`config.mk`:
```
export PLATFORM = sky130hd
export DESIGN_NAME = noc_shell_lite
export DESIGN_NICKNAME = d
export VERILOG_FILES = /design/src/noc_chdr_pkg.sv /design/src/axis_skid_buffer.sv /design/src/noc_shell_lite.sv
export VERILOG_INCLUDE_DIRS = /design/src
export SDC_FILE = /design/constraint.sdc
export NUM_CORES = 1
export LEC_CHECK = 0
export BUFFER_PORTS_ARGS = -buffer_cell sky130_fd_sc_hd__buf_4
export CORE_ASPECT_RATIO = 1.1
export CORE_MARGIN = 3
export CORE_UTILIZATION = 30
export DETAILED_ROUTE_END_ITERATION = 10
export PLACE_DENSITY_LB_ADDON = 0.05
export SLEW_MARGIN = 25
export SYNTH_ARGS = -nofsm -noshare
export SYNTH_HDL_FRONTEND = slang
export SYNTH_HIERARCHICAL = 1
export SYNTH_SLANG_ARGS = --single-unit
```
`constraint.sdc`:
```
create_clock -name bus_clk -period 7.14 [get_ports bus_clk]
set_input_delay 1.428 -clock bus_clk [delete_from_list [all_inputs] [get_ports bus_clk]]
set_output_delay 1.428 -clock bus_clk [all_outputs]
set_load 0.03 [all_outputs]
```
`src/noc_block_macros.svh`:
```
`ifndef NOC_BLOCK_MACROS_SVH
`define NOC_BLOCK_MACROS_SVH

//////////////////////////////////////////////////////////////////////
// Bus widths
//////////////////////////////////////////////////////////////////////

// One packet line on the network side
`define NOC_LINE_W 64

// One complex sample, I and Q packed
`define NOC_SAMPLE_W 32

//////////////////////////////////////////////////////////////////////
// Filter geometry
//////////////////////////////////////////////////////////////////////

`define FIR_NUM_TAPS 8

// Q1.15 coefficients
`define FIR_COEF_W 16

//////////////////////////////////////////////////////////////////////
// Settings register map
//////////////////////////////////////////////////////////////////////

// First settings address owned by the filter
`define SR_FIR_BASE 8

// Offsets from the base
`define SR_FIR_COEF 0
`define SR_FIR_CLEAR 1

`endif

```
`src/noc_chdr_pkg.sv`:
```
`include "noc_block_macros.svh"

package noc_chdr_pkg;

  //////////////////////////////////////////////////////////////////////
  // Packet header
  //////////////////////////////////////////////////////////////////////

  // Single type bit in the top of the header
  typedef enum logic {
    PKT_DATA = 1'b0,
    PKT_CMD  = 1'b1
  } t_pkt_type;

  // First line of every packet
  typedef struct packed {
    t_pkt_type   pkt_type;  // 63
    logic [14:0] rsvd_hi;   // 62:48
    logic [15:0] sid;       // 47:32
    logic [15:0] rsvd_lo;   // 31:16
    logic [15:0] len;       // 15:0, payload lines
  } t_chdr_hdr;

  // Settings bus address
  typedef logic [7:0] t_set_addr;

  // Payload line of a command packet, one register write
  typedef struct packed {
    logic [`NOC_LINE_W-41:0] rsvd;  // 63:40
    t_set_addr               addr;  // 39:32
    logic [31:0]             data;  // 31:0
  } t_cmd_line;

endpackage

```
`src/axis_skid_buffer.sv`:
```
`timescale 1ns/1ps

module axis_skid_buffer #(
  parameter type t_payload = logic
) (
  input  logic     bus_clk,
  input  logic     i_arst_n,
  // Upstream side
  input  t_payload i_data,
  input  logic     i_valid,
  output logic     o_ready,
  // Downstream side
  output t_payload o_data,
  output logic     o_valid,
  input  logic     i_ready
);

  // Overflow slot, filled when output stalls
  t_payload skid_data;
  logic     skid_valid;
  logic     out_free;
  logic     in_fire;

  // Ready comes straight from a flop
  assign o_ready  = ~skid_valid;
  assign in_fire  = i_valid & o_ready;
  assign out_free = ~o_valid | i_ready;

  // Occupancy
  always_ff @(posedge bus_clk or negedge i_arst_n) begin
    if (!i_arst_n) begin
      o_valid    <= 1'b0;
      skid_valid <= 1'b0;
    end else if (out_free) begin
      // Drain skid first to keep order
      o_valid    <= skid_valid | in_fire;
      skid_valid <= 1'b0;
    end else if (in_fire) begin
      skid_valid <= 1'b1;
    end
  end

  // Payload moves with occupancy
  always_ff @(posedge bus_clk) begin
    if (out_free) begin
      o_data <= skid_valid ? skid_data : i_data;
    end else if (in_fire) begin
      skid_data <= i_data;
    end
  end

endmodule

```
`src/noc_shell_lite.sv`:
```
`timescale 1ns/1ps
`include "noc_block_macros.svh"

module noc_shell_lite (
  input  logic                    bus_clk,
  input  logic                    i_arst_n,
  // Packets in
  input  logic [`NOC_LINE_W-1:0]  i_tdata,
  input  logic                    i_tlast,
  input  logic                    i_tvalid,
  output logic                    o_tready,
  // Packets out
  output logic [`NOC_LINE_W-1:0]  o_tdata,
  output logic                    o_tlast,
  output logic                    o_tvalid,
  input  logic                    i_tready,
  // Settings strobe
  output logic                    o_set_stb,
  output noc_chdr_pkg::t_set_addr o_set_addr,
  output logic [31:0]             o_set_data,
  // Payload toward user logic
  output logic [`NOC_LINE_W-1:0]  o_sink_tdata,
  output logic                    o_sink_tlast,
  output logic                    o_sink_tvalid,
  input  logic                    i_sink_tready,
  // Payload back from user logic
  input  logic [`NOC_LINE_W-1:0]  i_src_tdata,
  input  logic                    i_src_tlast,
  input  logic                    i_src_tvalid,
  output logic                    o_src_tready
);

  typedef struct packed {
    logic [`NOC_LINE_W-1:0] line;
    logic                   last;
  } t_line_beat;

  typedef enum logic [1:0] {IN_HDR, IN_CMD, IN_DATA} t_in_state;
  typedef enum logic {OUT_HDR, OUT_DATA} t_out_state;

  t_line_beat              line_in;
  t_line_beat              line_buf;
  logic                    buf_valid;
  logic                    buf_ready;
  logic                    buf_fire;
  noc_chdr_pkg::t_chdr_hdr buf_hdr;
  noc_chdr_pkg::t_cmd_line buf_cmd;
  logic                    buf_is_cmd;
  t_in_state               in_state;
  t_out_state              out_state;
  // Two deep header queue
  noc_chdr_pkg::t_chdr_hdr hdr_q [2];
  logic                    hdr_wr_ptr;
  logic                    hdr_rd_ptr;
  logic [1:0]              hdr_cnt;
  logic                    hdr_push;
  logic                    hdr_pop;

  //////////////////////////////////////////////////////////////////////
  // Input side
  //////////////////////////////////////////////////////////////////////

  assign line_in = '{line: i_tdata, last: i_tlast};

  axis_skid_buffer #(.t_payload(t_line_beat)) u_in_skid (
    .bus_clk (bus_clk),
    .i_arst_n(i_arst_n),
    .i_data  (line_in),
    .i_valid (i_tvalid),
    .o_ready (o_tready),
    .o_data  (line_buf),
    .o_valid (buf_valid),
    .i_ready (buf_ready)
  );

  // Same line seen as header or as register write
  assign buf_hdr    = noc_chdr_pkg::t_chdr_hdr'(line_buf.line);
  assign buf_cmd    = noc_chdr_pkg::t_cmd_line'(line_buf.line);
  assign buf_is_cmd = (buf_hdr.pkt_type == noc_chdr_pkg::PKT_CMD);
  assign buf_fire   = buf_valid & buf_ready;

  assign o_sink_tdata  = line_buf.line;
  assign o_sink_tlast  = line_buf.last;
  assign o_sink_tvalid = buf_valid & (in_state == IN_DATA);

  // Data headers wait for a queue slot, commands never stall
  always_comb begin
    case (in_state)
      IN_HDR:  buf_ready = buf_is_cmd | (hdr_cnt != 2'd2);
      IN_DATA: buf_ready = i_sink_tready;
      default: buf_ready = 1'b1;
    endcase
  end

  always_ff @(posedge bus_clk or negedge i_arst_n) begin
    if (!i_arst_n) begin
      in_state <= IN_HDR;
    end else if (buf_fire) begin
      if (in_state == IN_HDR) begin
        // Header-only packet stays here
        if (!line_buf.last) in_state <= buf_is_cmd ? IN_CMD : IN_DATA;
      end else if (line_buf.last) begin
        in_state <= IN_HDR;
      end
    end
  end

  // One pulse per command line
  always_ff @(posedge bus_clk or negedge i_arst_n) begin
    if (!i_arst_n) o_set_stb <= 1'b0;
    else           o_set_stb <= buf_fire & (in_state == IN_CMD);
  end

  always_ff @(posedge bus_clk) begin
    if (buf_fire && in_state == IN_CMD) begin
      o_set_addr <= buf_cmd.addr;
      o_set_data <= buf_cmd.data;
    end
  end

  //////////////////////////////////////////////////////////////////////
  // Header queue
  //////////////////////////////////////////////////////////////////////

  assign hdr_push = buf_fire & (in_state == IN_HDR) & ~buf_is_cmd & ~line_buf.last;
  assign hdr_pop  = o_tvalid & i_tready & (out_state == OUT_HDR);

  always_ff @(posedge bus_clk or negedge i_arst_n) begin
    if (!i_arst_n) begin
      hdr_wr_ptr <= 1'b0;
      hdr_rd_ptr <= 1'b0;
      hdr_cnt    <= 2'd0;
    end else begin
      hdr_wr_ptr <= hdr_wr_ptr ^ hdr_push;
      hdr_rd_ptr <= hdr_rd_ptr ^ hdr_pop;
      hdr_cnt    <= hdr_cnt + {1'b0, hdr_push} - {1'b0, hdr_pop};
    end
  end

  always_ff @(posedge bus_clk) begin
    if (hdr_push) hdr_q[hdr_wr_ptr] <= buf_hdr;
  end

  //////////////////////////////////////////////////////////////////////
  // Output side
  //////////////////////////////////////////////////////////////////////

  // Header goes out unchanged, then payload until last
  always_comb begin
    if (out_state == OUT_HDR) begin
      o_tdata      = hdr_q[hdr_rd_ptr];
      o_tlast      = 1'b0;
      o_tvalid     = (hdr_cnt != 2'd0);
      o_src_tready = 1'b0;
    end else begin
      o_tdata      = i_src_tdata;
      o_tlast      = i_src_tlast;
      o_tvalid     = i_src_tvalid;
      o_src_tready = i_tready;
    end
  end

  always_ff @(posedge bus_clk or negedge i_arst_n) begin
    if (!i_arst_n) begin
      out_state <= OUT_HDR;
    end else if (hdr_pop) begin
      out_state <= OUT_DATA;
    end else if (out_state == OUT_DATA && i_src_tvalid && i_tready && i_src_tlast) begin
      out_state <= OUT_HDR;
    end
  end

endmodule

```
==> reports/metrics.yaml <==
outcome:
  status: "complete, no violations"
route:
  routedWlPerCell_um: 19.0
  firstDrtPassIters: 4
  drt-total-wl_mm: 28.3
  drtIter0Drc: 260
  antenna_left: 0
  num_vias: 6438
  drc_errors: 0
  via_per_inst: 4.32
cts:
  ctsLongestPathBuffers: 3
  insertion_delay_ns: 0.51
  cts_tree: "done"
  clockRootBuffer: "clkbuf_16"
  clk_pin_slew_ns: 0.06
  cts_resized: 0
  clock_sinks: 308
  htree_levels: 2
  cts_made_buffers: 34
  postCtsHoldBufs: 0
  post_cts.repair.setup_buffers: 0
cells_and_area:
  fill_cells: 3577
  nets: 1106
  final_cell_mix: "buf_4, edfxtp_1, nand2_1"
  final_common_cell: "buf_4"
  drive_gt1_share_pct: 44.6
  diodes: 0
  area_growth_pct: 33.5
floorplan:
  boundaryPins: 311
  dieHeight_um: 214
  dieArea_um2: 41600
  rows: 75
  core_um2: 38400
  dieWidth_um: 195
  start_util_pct: 30.6
logic_synthesis:
  avgSynthCellArea_um2: 18.3
  ys_seq_area_share_pct: 78.3
  synth_seq_cells: 308
  ys.warnings.count: 6
  synth_ff_type: "edfxtp_1"
  muxShareOfSynthArea_pct: 12.2
  syn-num-nets: 781
  synth_top_family_by_area: "multiplexers"
  synth_largest_area_cell: "edfxtp_1"
  synth_top_area_share_pct: 76.1
  synth_enable_flop_cells: 298
  synthCells: 641
  synth.top_cells.by_area: "edfxtp_1, mux2i_1, mux2_2"
  synth_xor_area_share_pct: 0.224
  synth_compound_area_share_pct: 3.24
  synth_cell_types: 32
  yosys.area_share.simple_pct: 3.15
  synth-async-reset-ratio_pct: 3.25
  mappedNetlistArea_um2: 11800
  synth_fa_ha_area_share_pct: 0.426
critical_path:
  cp_slowest_cell: "dfrtp_4"
  worstPathArrival_ns: 2.59
  required_ns: 5.71
  end_kind: "primary output"
  r2r-start: "u_in_skid/skid_valid$_DFFE_PN0P_"
  cp_common_cell: "buf_4"
  worstPathCellList: "buf_4 -> mux2i_1 -> o21ai_1 -> buf_4"
  critical-path-max-stage-delay_ns: 0.83
  crit_family: "buffers and inverters"
  cp-start-kind: "flop"
  cp-startpoint: "hdr_rd_ptr$_DFF_PN0_"
  path_buf_inv: 2
  crit_type: "flop to primary output"
  crit_fanout: 34
pwr:
  p_leak_nw: 6.07
  powerDensity_nw_per_um2: 402
  finalPower_w: 0.00630
  ir_worst_vdd_mv: 0.203
timing:
  rsz0062_at_grt: "no"
  fmax_mhz: 249
  finalSetupViolCount: 0
  slew_violations: 0
  worst_pin_slew_ns: 0.807
  skew_ns: 0.0131
  fin_crit_sh_pct: 56.2
  relSlewSlack_pct: 46.1
  hold_viol: 0
  fin_tns_setup_ns: 0
  period_needed_ns: 4.01
  holdWs_ns: 0.476
global_route:
  grt-ovfl-total: 0
  grt_pass1_vias: 6627
  grt_pass1_wl_mm: 42.3
  grt_max_degree: 71
  grt_util_all_layers_pct: 13.3
  antenna_found_initial: 0
placed_design:
  port-buffer-count: 310
  gp_congestion: 0.691
  dp_hpwl_mm: 18.8
min_path:
  min_path_type: "flop to flop"
  worstHoldStart: "u_in_skid/o_data[57]$_DFFE_PP_"
run:
  maxCapViolCount: 0
cell type report:
class                      instances  area [um2]  share of cell area (%)
clock buffer                      46         980                    6.24
clock inverter                    13         109                   0.694
inverter                           8        30.0                   0.191
multi-input combinational        295        2310                    14.8
sequential                       308        9210                    58.7
tap                              500         626                    3.99
timing repair buffer             319        2420                    15.4
flip-flops by register name, summed over array words and instances, names as in the netlist:
register	flops
hdr_cnt	2
hdr_q	128
hdr_rd_ptr	1
hdr_wr_ptr	1
in_state	2
o_set_addr	8
o_set_data	32
o_set_stb	1
out_state	1
u_in_skid/o_data	65
u_in_skid/o_valid	1
u_in_skid/skid_data	65
u_in_skid/skid_valid	1
kinds of logic after synthesis:
logic type,after synthesis
and+or+nand+nor,87
DFF,308
AOI/OAI and AO/OA,72
buffers and inverters,38
xor gates and xnor gates,3
muxes,129
adders and majority gates,4
through the flow:
step | std cells | instance area (um2) | util [%] | worst slack, ns
finish | 1489 | 15700 | 40.9 | 3.13
floorplan | 641 | 11800 | - | 1.38
global route | 1489 | 15700 | 40.9 | 2.86
detailed placement | 1430 | 14600 | 38.1 | 3.51
CTS | 1489 | 15700 | 40.9 | 2.98
global placement | 1428 | 14600 | 37.9 | 3.52
synthesized netlist by cell type (4+ instances only):
master and n:
buf_12 5, buf_2 10, buf_4 4, buf_6 5
clkbuf_1 6, dfrtp_1 10, edfxtp_1 298, ha_1 4
inv_1 8, mux2_2 48, mux2_4 17, mux2i_1 64
nand2_1 68, nand2b_1 4, nor2_1 5, o21ai_1 64
worst register-to-register path: stages, from the launching register on:
cell and delay [ns]:
dfrtp_4 0.68, buf_4 0.45, nor3b_4 0.26, buf_4 0.39
buf_4 0.62
layer usage:
layer / vias to the layer above / global-route usage (%) / share of wire, %
li1: 3102 / - / -
met1: 3103 / 16.6 / 42
met2: 199 / 22.5 / 49
met4: 0 / 3.57 / 1.7
met3: 34 / 4.23 / 7.2
met5: - / 0 / 0
final timing paths:
check	end	slack (ns)	depth (start not counted)
setup reg to reg	u_in_skid/skid_data[6]$_DFFE_PP_	4.35	4
hold / removal	hdr_q[1][56]$_DFFE_PP_	0.48	0
setup / recovery	o_tdata[24]	3.13	4
hold reg to reg	hdr_q[1][56]$_DFFE_PP_	0.48	0
min in group asynchronous	u_in_skid/o_valid$_DFFE_PN0P_	0.76	1
max in group asynchronous	out_state$_DFFE_PN0P_	6.21	1
where the power goes:
part           switching, W  total (W)  leakage (nW)  internal (W)
Combinational       0.00125    0.00198          2.62      0.000729
Sequential         0.000255    0.00262          2.91       0.00237
Clock              0.000669    0.00170         0.538       0.00103
No activity file was read; power rests on OpenSTA's default activity.
