[config.mk]
export PLATFORM = sky130hd
export DESIGN_NAME = simple_axi_wrapper
export DESIGN_NICKNAME = d
export VERILOG_FILES = /design/src/noc_chdr_pkg.sv /design/src/fir_dsp_pkg.sv /design/src/simple_axi_wrapper.sv
export VERILOG_INCLUDE_DIRS = /design/src
export SDC_FILE = /design/constraint.sdc
export NUM_CORES = 1
export LEC_CHECK = 0
export ABC_CLOCK_PERIOD_IN_PS = 2800
export BUFFER_PORTS_ARGS = -buffer_cell sky130_fd_sc_hd__buf_2
export CORE_AREA = 2 2 104 106
export CTS_CLUSTER_DIAMETER = 100
export DETAILED_ROUTE_END_ITERATION = 6
export DIE_AREA = 0 0 106 108
export GPL_TIMING_DRIVEN = 0
export PLACE_DENSITY = 0.61
export SYNTH_ARGS = -nofsm -noshare
export SYNTH_HDL_FRONTEND = slang
export SYNTH_SLANG_ARGS = --single-unit
[constraint.sdc]
create_clock -name bus_clk -period 2.8 [get_ports bus_clk]
set_input_delay 0.14 -clock bus_clk [delete_from_list [all_inputs] [get_ports bus_clk]]
set_output_delay 0.14 -clock bus_clk [all_outputs]
set_load 0.01 [all_outputs]
[src/noc_block_macros.svh]
`ifndef NOC_BLOCK_MACROS_SVH
`define NOC_BLOCK_MACROS_SVH

//////////////////////////////////////////////////////////////////////
// Bus widths
//////////////////////////////////////////////////////////////////////

// One packet line on the network side
`define NOC_LINE_W 64

// One complex sample, I and Q packed
`define NOC_SAMPLE_W 32

//////////////////////////////////////////////////////////////////////
// Filter geometry
//////////////////////////////////////////////////////////////////////

`define FIR_NUM_TAPS 8

// Q1.15 coefficients
`define FIR_COEF_W 16

//////////////////////////////////////////////////////////////////////
// Settings register map
//////////////////////////////////////////////////////////////////////

// First settings address owned by the filter
`define SR_FIR_BASE 8

// Offsets from the base
`define SR_FIR_COEF 0
`define SR_FIR_CLEAR 1

`endif

[src/noc_chdr_pkg.sv]
`include "noc_block_macros.svh"

package noc_chdr_pkg;

  //////////////////////////////////////////////////////////////////////
  // Packet header
  //////////////////////////////////////////////////////////////////////

  // Single type bit in the top of the header
  typedef enum logic {
    PKT_DATA = 1'b0,
    PKT_CMD  = 1'b1
  } t_pkt_type;

  // First line of every packet
  typedef struct packed {
    t_pkt_type   pkt_type;  // 63
    logic [14:0] rsvd_hi;   // 62:48
    logic [15:0] sid;       // 47:32
    logic [15:0] rsvd_lo;   // 31:16
    logic [15:0] len;       // 15:0, payload lines
  } t_chdr_hdr;

  // Settings bus address
  typedef logic [7:0] t_set_addr;

  // Payload line of a command packet, one register write
  typedef struct packed {
    logic [`NOC_LINE_W-41:0] rsvd;  // 63:40
    t_set_addr               addr;  // 39:32
    logic [31:0]             data;  // 31:0
  } t_cmd_line;

endpackage

[src/fir_dsp_pkg.sv]
`include "noc_block_macros.svh"

package fir_dsp_pkg;

  //////////////////////////////////////////////////////////////////////
  // Sample side types
  //////////////////////////////////////////////////////////////////////

  // Complex sample, I in the upper half
  typedef struct packed {
    logic signed [`NOC_SAMPLE_W/2-1:0] i;
    logic signed [`NOC_SAMPLE_W/2-1:0] q;
  } t_sample;

  // Q1.15 tap weight
  typedef logic signed [`FIR_COEF_W-1:0] t_coef;

  // Room for 8 full scale products plus sign
  typedef logic signed [35:0] t_acc;

  // Sample with its packet delimiter
  typedef struct packed {
    t_sample data;
    logic    last;
  } t_sample_beat;

endpackage

[src/simple_axi_wrapper.sv]
`timescale 1ns/1ps
`include "noc_block_macros.svh"

module simple_axi_wrapper (
  input  logic                    bus_clk,
  input  logic                    i_arst_n,
  // Settings strobe from shell
  input  logic                    i_set_stb,
  input  noc_chdr_pkg::t_set_addr i_set_addr,
  input  logic [31:0]             i_set_data,
  // Lines from shell
  input  logic [`NOC_LINE_W-1:0]  i_tdata,
  input  logic                    i_tlast,
  input  logic                    i_tvalid,
  output logic                    o_tready,
  // Lines back to shell
  output logic [`NOC_LINE_W-1:0]  o_tdata,
  output logic                    o_tlast,
  output logic                    o_tvalid,
  input  logic                    i_tready,
  // Samples to filter
  output fir_dsp_pkg::t_sample    o_pre_tdata,
  output logic                    o_pre_tlast,
  output logic                    o_pre_tvalid,
  input  logic                    i_pre_tready,
  // Samples from filter
  input  fir_dsp_pkg::t_sample    i_post_tdata,
  input  logic                    i_post_tlast,
  input  logic                    i_post_tvalid,
  output logic                    o_post_tready,
  // Config stream
  output fir_dsp_pkg::t_coef      o_cfg_coef,
  output logic                    o_cfg_clear,
  output logic                    o_cfg_valid
);

  localparam noc_chdr_pkg::t_set_addr ADDR_COEF  = `SR_FIR_BASE + `SR_FIR_COEF;
  localparam noc_chdr_pkg::t_set_addr ADDR_CLEAR = `SR_FIR_BASE + `SR_FIR_CLEAR;

  logic                 half_sel;
  logic                 pre_fire;
  fir_dsp_pkg::t_sample pack_hi;
  logic                 pack_full;
  logic                 post_fire;
  logic                 hit_coef;
  logic                 hit_clear;

  //////////////////////////////////////////////////////////////////////
  // Config register
  //////////////////////////////////////////////////////////////////////

  assign hit_coef  = i_set_stb & (i_set_addr == ADDR_COEF);
  assign hit_clear = i_set_stb & (i_set_addr == ADDR_CLEAR);

  // Filter takes every beat, so one cycle is enough
  always_ff @(posedge bus_clk or negedge i_arst_n) begin
    if (!i_arst_n) o_cfg_valid <= 1'b0;
    else           o_cfg_valid <= hit_coef | hit_clear;
  end

  always_ff @(posedge bus_clk) begin
    if (i_set_stb) begin
      o_cfg_coef  <= i_set_data[`FIR_COEF_W-1:0];
      o_cfg_clear <= hit_clear;
    end
  end

  //////////////////////////////////////////////////////////////////////
  // Line to samples
  //////////////////////////////////////////////////////////////////////

  // High half first, line released after low half
  assign o_pre_tdata  = half_sel ? i_tdata[`NOC_SAMPLE_W-1:0]
                                 : i_tdata[`NOC_LINE_W-1:`NOC_SAMPLE_W];
  assign o_pre_tlast  = i_tlast & half_sel;
  assign o_pre_tvalid = i_tvalid;
  assign o_tready     = i_pre_tready & half_sel;
  assign pre_fire     = i_tvalid & i_pre_tready;

  always_ff @(posedge bus_clk or negedge i_arst_n) begin
    if (!i_arst_n)     half_sel <= 1'b0;
    else if (pre_fire) half_sel <= ~half_sel;
  end

  //////////////////////////////////////////////////////////////////////
  // Samples to line
  //////////////////////////////////////////////////////////////////////

  // First result parks here, second one completes the line
  assign o_tdata       = {pack_hi, i_post_tdata};
  assign o_tlast       = i_post_tlast;
  assign o_tvalid      = pack_full & i_post_tvalid;
  assign o_post_tready = ~pack_full | i_tready;
  assign post_fire     = i_post_tvalid & o_post_tready;

  always_ff @(posedge bus_clk or negedge i_arst_n) begin
    if (!i_arst_n)      pack_full <= 1'b0;
    else if (post_fire) pack_full <= ~pack_full;
  end

  always_ff @(posedge bus_clk) begin
    if (post_fire && !pack_full) pack_hi <= i_post_tdata;
  end

endmodule

==> out/metrics.cfg, run 1 <==
[logic_synthesis]
yosysTopAreaCell = edfxtp_1
ys_seq_area_share_pct = 64.1
synth_top_cell_area_share_pct = 61.0
synth_area_um2 = 2410
synth_seq_cells = 52
syn-num-nets = 280
yosys_warnings = 0
synthCells = 135
syn_area_per_cell_um2 = 17.9
ys_types = 17
synth_area_leaders = edfxtp_1 61%, mux2_4 17%, buf_4 11%

[route]
drc = 0
wl_per_cell_um = 13.5
drt_first_pass_iters = 4
drt-total-wl_mm = 7.23
vias_per_cell = 3.83
drt_iter0_markers = 73
routed-via-count = 2055
ant_nets = 0

[finish]
drive_gt1_share_pct = 80.8
fin_util_pct = 39.3
fillers = 988
multi_input_area_um2 = 552
layout_common_cells = 247 x buf_2, 49 x edfxtp_1, 34 x buf_4, 27 x mux2_4, 11 x dlygate4sd3_1
diodes = 0
final_common_cell = buf_2
register_area_um2 = 1550
nets = 545
stdcell_count = 537
area_growth_pct = 66.6

[clock_tree]
cts_buffers = 5
cts_resized = 0
path_clk_slew_ps = 100
cts-root-buf = clkbuf_8
clockBufferDepth = 2
clock_sinks = 52
cts_tree = done
clk_latency_ps = 300
htree_levels = 2

[worst_setup_path]
r2r_slack_ps = 1250
reg2reg_to = o_tdata[42]
crit_end = o_pre_tdata[18]
worstSetupPathDepth = 4
crit_required_ps = 2660
r2r-start = pack_full
cp_top_family = buffers and inverters
startpoint_type = flip-flop
crit_arrival_ps = 1430
crit_chain = buf_6 -> buf_12 -> mux2_4 -> buf_2
reg2reg_depth = 1
slowest_stage = dfrtp_1
end_kind = output pin
path_class = flip-flop to output pin
critical_path.max_stage_delay_ps = 380
crit_start = half_sel
cp_max_fo = 10
cp.buffers_inverters = 3

[sta]
rsz0062_at_grt = no
fin_ws_ps = 1230
hold_ws_ps = 15.3
fmax_mhz = 635
hold_viol = 0
worst_pin_slew_ps = 898
relSlewSlack_pct = 40.0
slew_violations = 0
finalCritPeriodShare_pct = 56.2
fin_crit_ps = 1570
finalSetupViolCount = 0
fin_skew_ps = 6.11

[global_routing]
grt_usage_pct = 11.8
grt_max_degree = 33
grt_pass1_vias = 2124
grt_pass1_wl_mm = 10.5
gr-total-overflow = 0
antenna_found_initial = 0

[outcome]
status = completed

[die]
core-area_um2 = 10200
die_h_um = 108
start_util_pct = 23.6
row_count = 37
die-area_um2 = 11400
top_level_ports = 265
die_w_um = 106

[hold_path]
hp-class = input pin to flip-flop
hold_depth = 1
worstHoldStart = i_set_data[6]

[placed_design]
gp_congestion = 0.747
port_buffers = 247
pre_cts_slack_ps = 1240
dpl.hpwl_mm = 5.96
dp_cells = 518

[job]
max_cap_violations = 0

[pwr]
seq_power_share_pct = 38.4
ir_drop_mv = 0.207
p_per_area_nw_per_um2 = 598
power_leakage_nw = 2.03
internal_power_w = 0.00168
p_switching_w = 0.000723
swShare_pct = 30.1
pwr-share-clk_pct = 17.7
p_comb_share_pct = 43.9

[power by group through the flow]
stage | Combinational, W | Sequential, W | Clock (W)
floorplan | 0.000652 | 0.000966 | 0
global placement | 0.00105 | 0.000941 | 0
detailed placement | 0.00105 | 0.000942 | 0
CTS | 0.00107 | 0.000924 | 0.000449
global route | 0.00112 | 0.000929 | 0.000473
finish | 0.00106 | 0.000923 | 0.000426
[layer usage]
layer / global-route usage [%] / wire length [µm] / vias up
li1: - / - / 987
met1: 12.8 / 2620 / 922
met2: 22.5 / 3770 / 142
met3: 3.44 / 781 / 4
met4: 3.01 / 57 / 0
met5: 0 / 0 / -
[final cells by class]
cell class,instances,area share (%)
flip-flops and latches,52,38.5
repair buffers,258,33.5
multi-input cells,45,13.7
plain buffers,38,8.00
well taps,136,4.23
clock buffers,6,1.81
clock inverters,2,0.280
[state kept, by name (all words and copies together) (netlist names)]
name and flops:
o_tdata 32, o_cfg_coef 16, o_cfg_valid 1, o_cfg_clear 1
half_sel 1, pack_full 1
[Yosys cell counts]
cell type and count:
edfxtp_1 49, and3_1 1, dfrtp_1 3, xnor2_1 1
a21oi_1 1, mux2_4 27, nand2_1 1, buf_8 1
nor2_1 1, buf_4 34, nand2b_1 1, buf_12 2
buf_6 1, nor4b_1 2, nor2b_1 1, and2_1 4
mux2_2 5
[metrics by stage]
stage,total power [W],setup TNS [ps],instance area (µm²)
global route,0.00252,0,4020
global placement,0.00199,-2090,3820
CTS,0.00244,0,4010
floorplan,0.00162,0,2410
detailed placement,0.00200,0,3830
finish,0.00240,0,4020
[worst min-delay path by stage]
| stage | endpoint | slack (ps) |
|---|---|---|
| global route | o_cfg_coef[5] | 1 |
| CTS | o_cfg_coef[5] | 0.02 |
| floorplan | half_sel | -160 |
| finish | o_cfg_coef[6] | 20 |
| global placement | half_sel | -30 |
| detailed placement | half_sel | -30 |
[kinds of logic (layout without fill, tap and decap cells)]
kind of cell | count (synthesis) | count (layout) | synth area share [%]
xor gates and xnor gates | 1 | 1 | 0.363
AOI/OAI and AO/OA | 1 | 1 | 0.207
and+or+nand+nor | 11 | 11 | 2.85
buffers and inverters | 38 | 304 | 13.3
muxes | 32 | 32 | 19.1
DFF | 52 | 52 | 64.1
[what timing repair did]
| item | in CTS | in global routing |
|---|---|---|
| setup buffers | 0 | 0 |
| hold buffers | 10 | 1 |
| hold endpoints to repair | 12 | 1 |
Power figures use the tool's default switching activity.
==> inputs of run 2 (changes only) <==
ABC_CLOCK_PERIOD_IN_PS = 1400   (was 2800)
CORE_AREA = 2 2 103 105   (was 2 2 104 106)
DIE_AREA = 0 0 105 107   (was 0 0 106 108)
PLACE_DENSITY = 0.64   (was 0.61)
clock period = 1.4 ns   (was 2.8 ns; I/O delays follow)
==> out/metrics.cfg, run 2 (synthesized netlist as in run 1, its figures left out) <==
[die]
die-area_um2 = 11200  ; -1.9%
row_count = 37  ; unchanged
die_w_um = 105  ; -0.94%
die_h_um = 107  ; -0.93%
core-area_um2 = 10100  ; -1.4%
top_level_ports = 265  ; unchanged
start_util_pct = 23.9  ; +0.32 points

[pwr]
p_per_area_nw_per_um2 = 1170  ; +96%
power_leakage_nw = 2.31  ; +14%
ir_drop_mv = 0.478  ; +130%

[global_routing]
gr-total-overflow = 0  ; unchanged
antenna_found_initial = 0  ; unchanged
grt_usage_pct = 14.4  ; +2.5 points
grt_pass1_vias = 2437  ; +15%
grt_max_degree = 19  ; -42%
grt_pass1_wl_mm = 12.4  ; +19%

[placed_design]
gp_congestion = 0.732  ; -2.0%
dp_cells = 518  ; unchanged
dpl_cell_area_um2 = 3830  ; unchanged
dpl.hpwl_mm = 5.97  ; +0.30%
port_buffers = 247  ; unchanged

[finish]
final_common_cell = buf_2
diodes = 0  ; unchanged
drive_gt1_share_pct = 74.4  ; -6.4 points
stdcell_count = 581  ; +8.2%
nets = 589  ; +8.1%
fillers = 958  ; -3.0%
area_growth_pct = 93.4
fin_area_um2 = 4660  ; +16%
layout_common_cells = 223 x buf_2, 50 x dlygate4sd3_1, 49 x edfxtp_1, 35 x buf_4, 32 x mux2_4
largest_reg_flops = 32  ; unchanged
fin_util_pct = 46.2  ; +6.9 points

[route]
drt-total-wl_mm = 8.54  ; +18%
drt_first_pass_iters = 3  ; -1
drc = 0  ; unchanged
wl_per_cell_um = 14.7  ; +9.2%
drt_iter0_markers = 106  ; +45%
routed-via-count = 2277  ; +11%
ant_nets = 0  ; unchanged
vias_per_cell = 3.92  ; +2.4%

[hold_path]
hold_depth = 3  ; +2
hp-class = input pin to flip-flop

[worst_setup_path]
path_class = flip-flop to output pin
end_kind = output pin
worstSetupPathDepth = 4  ; unchanged
cp.buffers_inverters = 3  ; unchanged
cp_max_fo = 10  ; unchanged
slowest_stage = dfrtp_1
startpoint_type = flip-flop
cp_top_family = buffers and inverters
reg2reg_depth = 1  ; unchanged
crit_required_ps = 1330  ; -1330 ps
crit_chain = buf_6 -> buf_12 -> mux2_4 -> buf_2
crit_arrival_ps = 1430  ; about the same
critical_path.max_stage_delay_ps = 390  ; about the same

[job]
max_cap_violations = 0  ; unchanged

[sta]
fin_skew_ps = 8.13  ; +2.03 ps
fin_crit_ps = 1500
rsz0062_at_grt = yes
fmax_mhz = 666
relSlewSlack_pct = 68.8  ; +29 points
hold_viol = 0  ; unchanged
worst_pin_slew_ps = 467  ; -431 ps
tns_ps = -2620  ; -2620 ps
finalCritPeriodShare_pct = 107
fin_ws_ps = -102  ; -1330 ps
slew_violations = 0  ; unchanged
finalSetupViolCount = 33  ; +33

[outcome]
status = finished with violations
violations = negative setup slack

[clock_tree]
clockBufferDepth = 2  ; unchanged
path_clk_slew_ps = 110  ; about the same
clk_latency_ps = 310  ; about the same
cts_buffers = 5  ; unchanged
cts_tree = done
clock_sinks = 52  ; unchanged
htree_levels = 2  ; unchanged
cts-root-buf = clkbuf_8

-- run 2: cell types whose count changed in the layout (fill, tap and decap cells not counted), sizes merged --
cell,previous run,this run
buf,285,289
nor2b,1,2
dlygate4sd3,11,50
inv,0,1
clkbuf,6,5
-- run 2: path summary, 6_finish.rpt --
check                             start               to  slack [ps]
max in group asynchronous      i_arst_n      o_cfg_valid        1170
hold / removal             i_pre_tready         half_sel          10
min in group asynchronous      i_arst_n         half_sel          90
setup reg to reg              pack_full      o_tdata[39]         100
hold reg to reg               pack_full        pack_full         710
setup / recovery               half_sel  o_pre_tdata[18]        -100
-- run 2: stage by stage --
step / worst slack (ps) / power (W) / hold WS [ps]
final: -102 / 0.00546 / 12.7
after global routing: -156 / 0.00573 / 4.61
after CTS: -115 / 0.00540 / 9.27
after detailed placement: -170 / 0.00399 / -93.9
after global placement: -130 / 0.00398 / -94.4
after floorplan: 76.7 / 0.00324 / -226
-- run 2: timing repair --
item / in CTS / in global routing
setup buffers: 2 / 2
hold buffers: 50 / 0
gates resized for setup: 26 / 7
endpoints found under the hold margin: 52 / 0
endpoints found under the setup margin: 61 / 45
gates cloned: 1 / 0
-- run 2: metal layers --
| metal | track usage (%) | up-vias | routed length (µm) |
|---|---|---|---|
| li1 | - | 1074 | - |
| met1 | 14.9 | 1044 | 3040 |
| met2 | 27.6 | 149 | 4600 |
| met3 | 4.32 | 10 | 760 |
| met4 | 4.38 | 0 | 148 |
| met5 | 0 | - | 0 |
-- run 2: area by class of cell --
class	count	area [µm²]	share of cell area, %
plain buffers	38	322	6.89
clock buffers	5	68.8	1.48
clock inverters	3	27.5	0.590
multi-input cells	46	584	12.5
flip-flops and latches	52	1550	33.2
well taps	136	170	3.65
repair buffers	301	1950	41.7
-- run 2: report_power, final --
part | total (W) | leakage (nW) | switching, W | internal [W]
registers | 0.00185 | 0.497 | 0.0000351 | 0.00182
logic | 0.00270 | 1.76 | 0.00105 | 0.00165
clock network | 0.000911 | 0.0463 | 0.000543 | 0.000368
total | 0.00546 | 2.31 | 0.00162 | 0.00383
-- run 2: tightest hold or removal path, stage by stage --
cell and delay [ps]:
buf_2 100, nand2_1 60, xnor2_1 60
==> inputs of run 3 (changes only) <==
ABC_AREA = 1   (was not set)
CTS_CLUSTER_SIZE = 10   (was not set)
GPL_TIMING_DRIVEN = not set   (was 0)
==> out/metrics.cfg, run 3 <==
[outcome]
status = completed

[clock_tree]
path_clk_slew_ps = 90  ; -20 ps
cts_buffers = 5  ; unchanged
htree_levels = 2  ; unchanged
post_cts_buffers = 0  ; -2
clockBufferDepth = 2  ; unchanged
clock_sinks = 52  ; unchanged
cts-root-buf = clkbuf_8
clk_latency_ps = 300  ; about the same
cts_tree = done

[finish]
fillers = 1018  ; +6.3%
drive_gt1_share_pct = 56.6  ; -18 points
fin_area_um2 = 4110  ; -12%
final_common_cell = buf_2
area_growth_pct = 69.9
diodes = 0  ; unchanged
fin_util_pct = 40.8  ; -5.5 points
largest_reg_flops = 32  ; unchanged
nets = 628  ; +6.6%
layout_common_cells = 245 x buf_2, 91 x nand2_1, 49 x dlygate4sd3_1, 49 x edfxtp_1, 16 x nand2_2

[logic_synthesis]
yosysTopAreaCell = edfxtp_1
synth_top_cell_area_share_pct = 60.8  ; -0.22 points
synth-main-ff-cell = edfxtp_1
async_flop_share_pct = 5.77  ; unchanged
synth_area_um2 = 2420  ; +0.36%
yosys_warnings = 0  ; unchanged
yosysMostFrequentCell = nand2_1
ys_types = 13  ; -4
ys_seq_area_share_pct = 63.9  ; -0.23 points
synth_commonest_cells = 94 x nand2_1, 49 x edfxtp_1, 34 x buf_4
synthCells = 220  ; +63%
synth_seq_cells = 52  ; unchanged
synth_edf_count = 49  ; unchanged
syn_area_per_cell_um2 = 11.0  ; -38%
syn-num-nets = 365  ; +30%
synth_area_leaders = edfxtp_1 61%, nand2_1 15%, buf_4 11%

[worst_setup_path]
crit_chain = buf_12 -> nand2_1 -> nand2_2 -> buf_2
slowest_stage = dfrtp_2
cp_top_family = flip-flops
cp.buffers_inverters = 2  ; -1
path_class = flip-flop to output pin
crit_arrival_ps = 1280  ; -150 ps
end_kind = output pin
startpoint_type = flip-flop
critical_path.max_stage_delay_ps = 470  ; +80 ps
cp_max_fo = 33  ; +23
crit_required_ps = 1330  ; about the same

[route]
dr_wl_met2_mm = 4.14  ; -10%
dr_wl_met3_um = 986  ; +30%
drc = 0  ; unchanged
vias_per_cell = 3.95  ; +0.83%
met1Wirelength_mm = 2.69  ; -11%
drt-total-wl_mm = 7.92  ; -7.3%
top_layer = met4
ant_nets = 0  ; unchanged
drt_first_pass_iters = 4  ; +1
routed-via-count = 2450  ; +7.6%
wl_per_cell_um = 12.8  ; -13%
drt_iter0_markers = 139  ; +31%

[pwr]
power_leakage_nw = 2.13  ; -7.6%
p_per_area_nw_per_um2 = 1200  ; +2.6%
ir_drop_mv = 0.718  ; +50%
p_total_w = 0.00494  ; -9.5%

[die]
start_util_pct = 24.0  ; +0.087 points
die_h_um = 107  ; unchanged
die-area_um2 = 11200  ; unchanged
core-area_um2 = 10100  ; unchanged
top_level_ports = 265  ; unchanged
die_w_um = 105  ; unchanged
row_count = 37  ; unchanged

[sta]
fin_skew_ps = 5.48  ; -2.65 ps
slew_violations = 0  ; unchanged
worst_pin_slew_ps = 432  ; -34.6 ps
hold_viol = 0  ; unchanged
fmax_mhz = 743  ; +12%
relSlewSlack_pct = 71.2  ; +2.4 points
fin_ws_ps = 53.3  ; +155 ps
finalCritPeriodShare_pct = 96.2  ; -11 points
finalSetupViolCount = 0  ; -100%
rsz0062_at_grt = yes
fin_crit_ps = 1350  ; -155 ps

[global_routing]
grt_pass1_wl_mm = 12.0  ; -3.6%
grt_max_degree = 34  ; +15
grt_pass1_vias = 2578  ; +5.8%
antenna_found_initial = 0  ; unchanged
gr-total-overflow = 0  ; unchanged
grt_usage_pct = 13.5  ; -0.81 points

[placed_design]
dpl_cell_area_um2 = 3520  ; -8.1%
dpl.hpwl_mm = 5.95  ; -0.46%
pre_cts_slack_ps = 228  ; +398 ps
gp_congestion = 0.778  ; +6.3%
port_buffers = 246  ; -0.40%

[hold_path]
hp-class = input pin to flip-flop

[job]
max_cap_violations = 0  ; unchanged

## run 3: worst paths after layout
check	start	slack, ps	endpoint	cells past startpoint
max in group asynchronous	i_arst_n	1200	half_sel	2
setup / recovery	half_sel	50	o_pre_tdata[2]	4
hold / removal	i_set_addr[6]	30	o_cfg_valid	4
min in group asynchronous	i_arst_n	80	half_sel	2
hold reg to reg	pack_full	640	pack_full	4
setup reg to reg	pack_full	220	o_tdata[58]	4
## run 3: cell type report
class,count,area [µm²],share of cell area (%)
Multi-Input combinational cell,115,479,11.6
Clock buffer,5,68.8,1.67
Timing Repair Buffer,297,1770,43.0
Tap cell,136,170,4.14
Clock inverter,3,18.8,0.456
Inverter,12,61.3,1.49
Sequential cell,52,1550,37.6
## run 3: timing repair
item	CTS	global route
hold endpoints to repair	51	0
setup endpoints to repair	15	12
pin swaps	0	0
hold buffers	49	0
gates resized for setup	1	5
## run 3: tightest hold or removal path, stage by stage
cell     delay, ps
buf_2           80
nor2_1          40
nand2_1         70
nor2_1          40
## run 3: per-stage QoR
stage,hold slack [ps],TNS [ps],std cells
finish,25.1,0,620
global route,23.6,-134,620
CTS,17.7,0,620
detailed placement,-125,0,563
global placement,-128,0,563
floorplan,-226,0,220
## run 3: cell families after synthesis
logic type             synth area share, %
XOR/XNOR                             0.362
AND/OR/NAND/NOR                       19.1
flip-flops                            63.9
buffers and inverters                 16.6
## run 3: metal layers
| layer | track usage, % | vias to the layer above |
|---|---|---|
| met5 | 0 | - |
| met4 | 4.48 | 0 |
| met3 | 5.59 | 9 |
| met2 | 26.4 | 160 |
| met1 | 12.6 | 1097 |
| li1 | - | 1184 |
## run 3: report_power, final
part | internal [W] | total, W | leakage (nW) | switching [W]
Sequential | 0.00186 | 0.00193 | 0.499 | 0.0000688
Clock | 0.000346 | 0.000840 | 0.0378 | 0.000494
Combinational | 0.000905 | 0.00217 | 1.59 | 0.00126
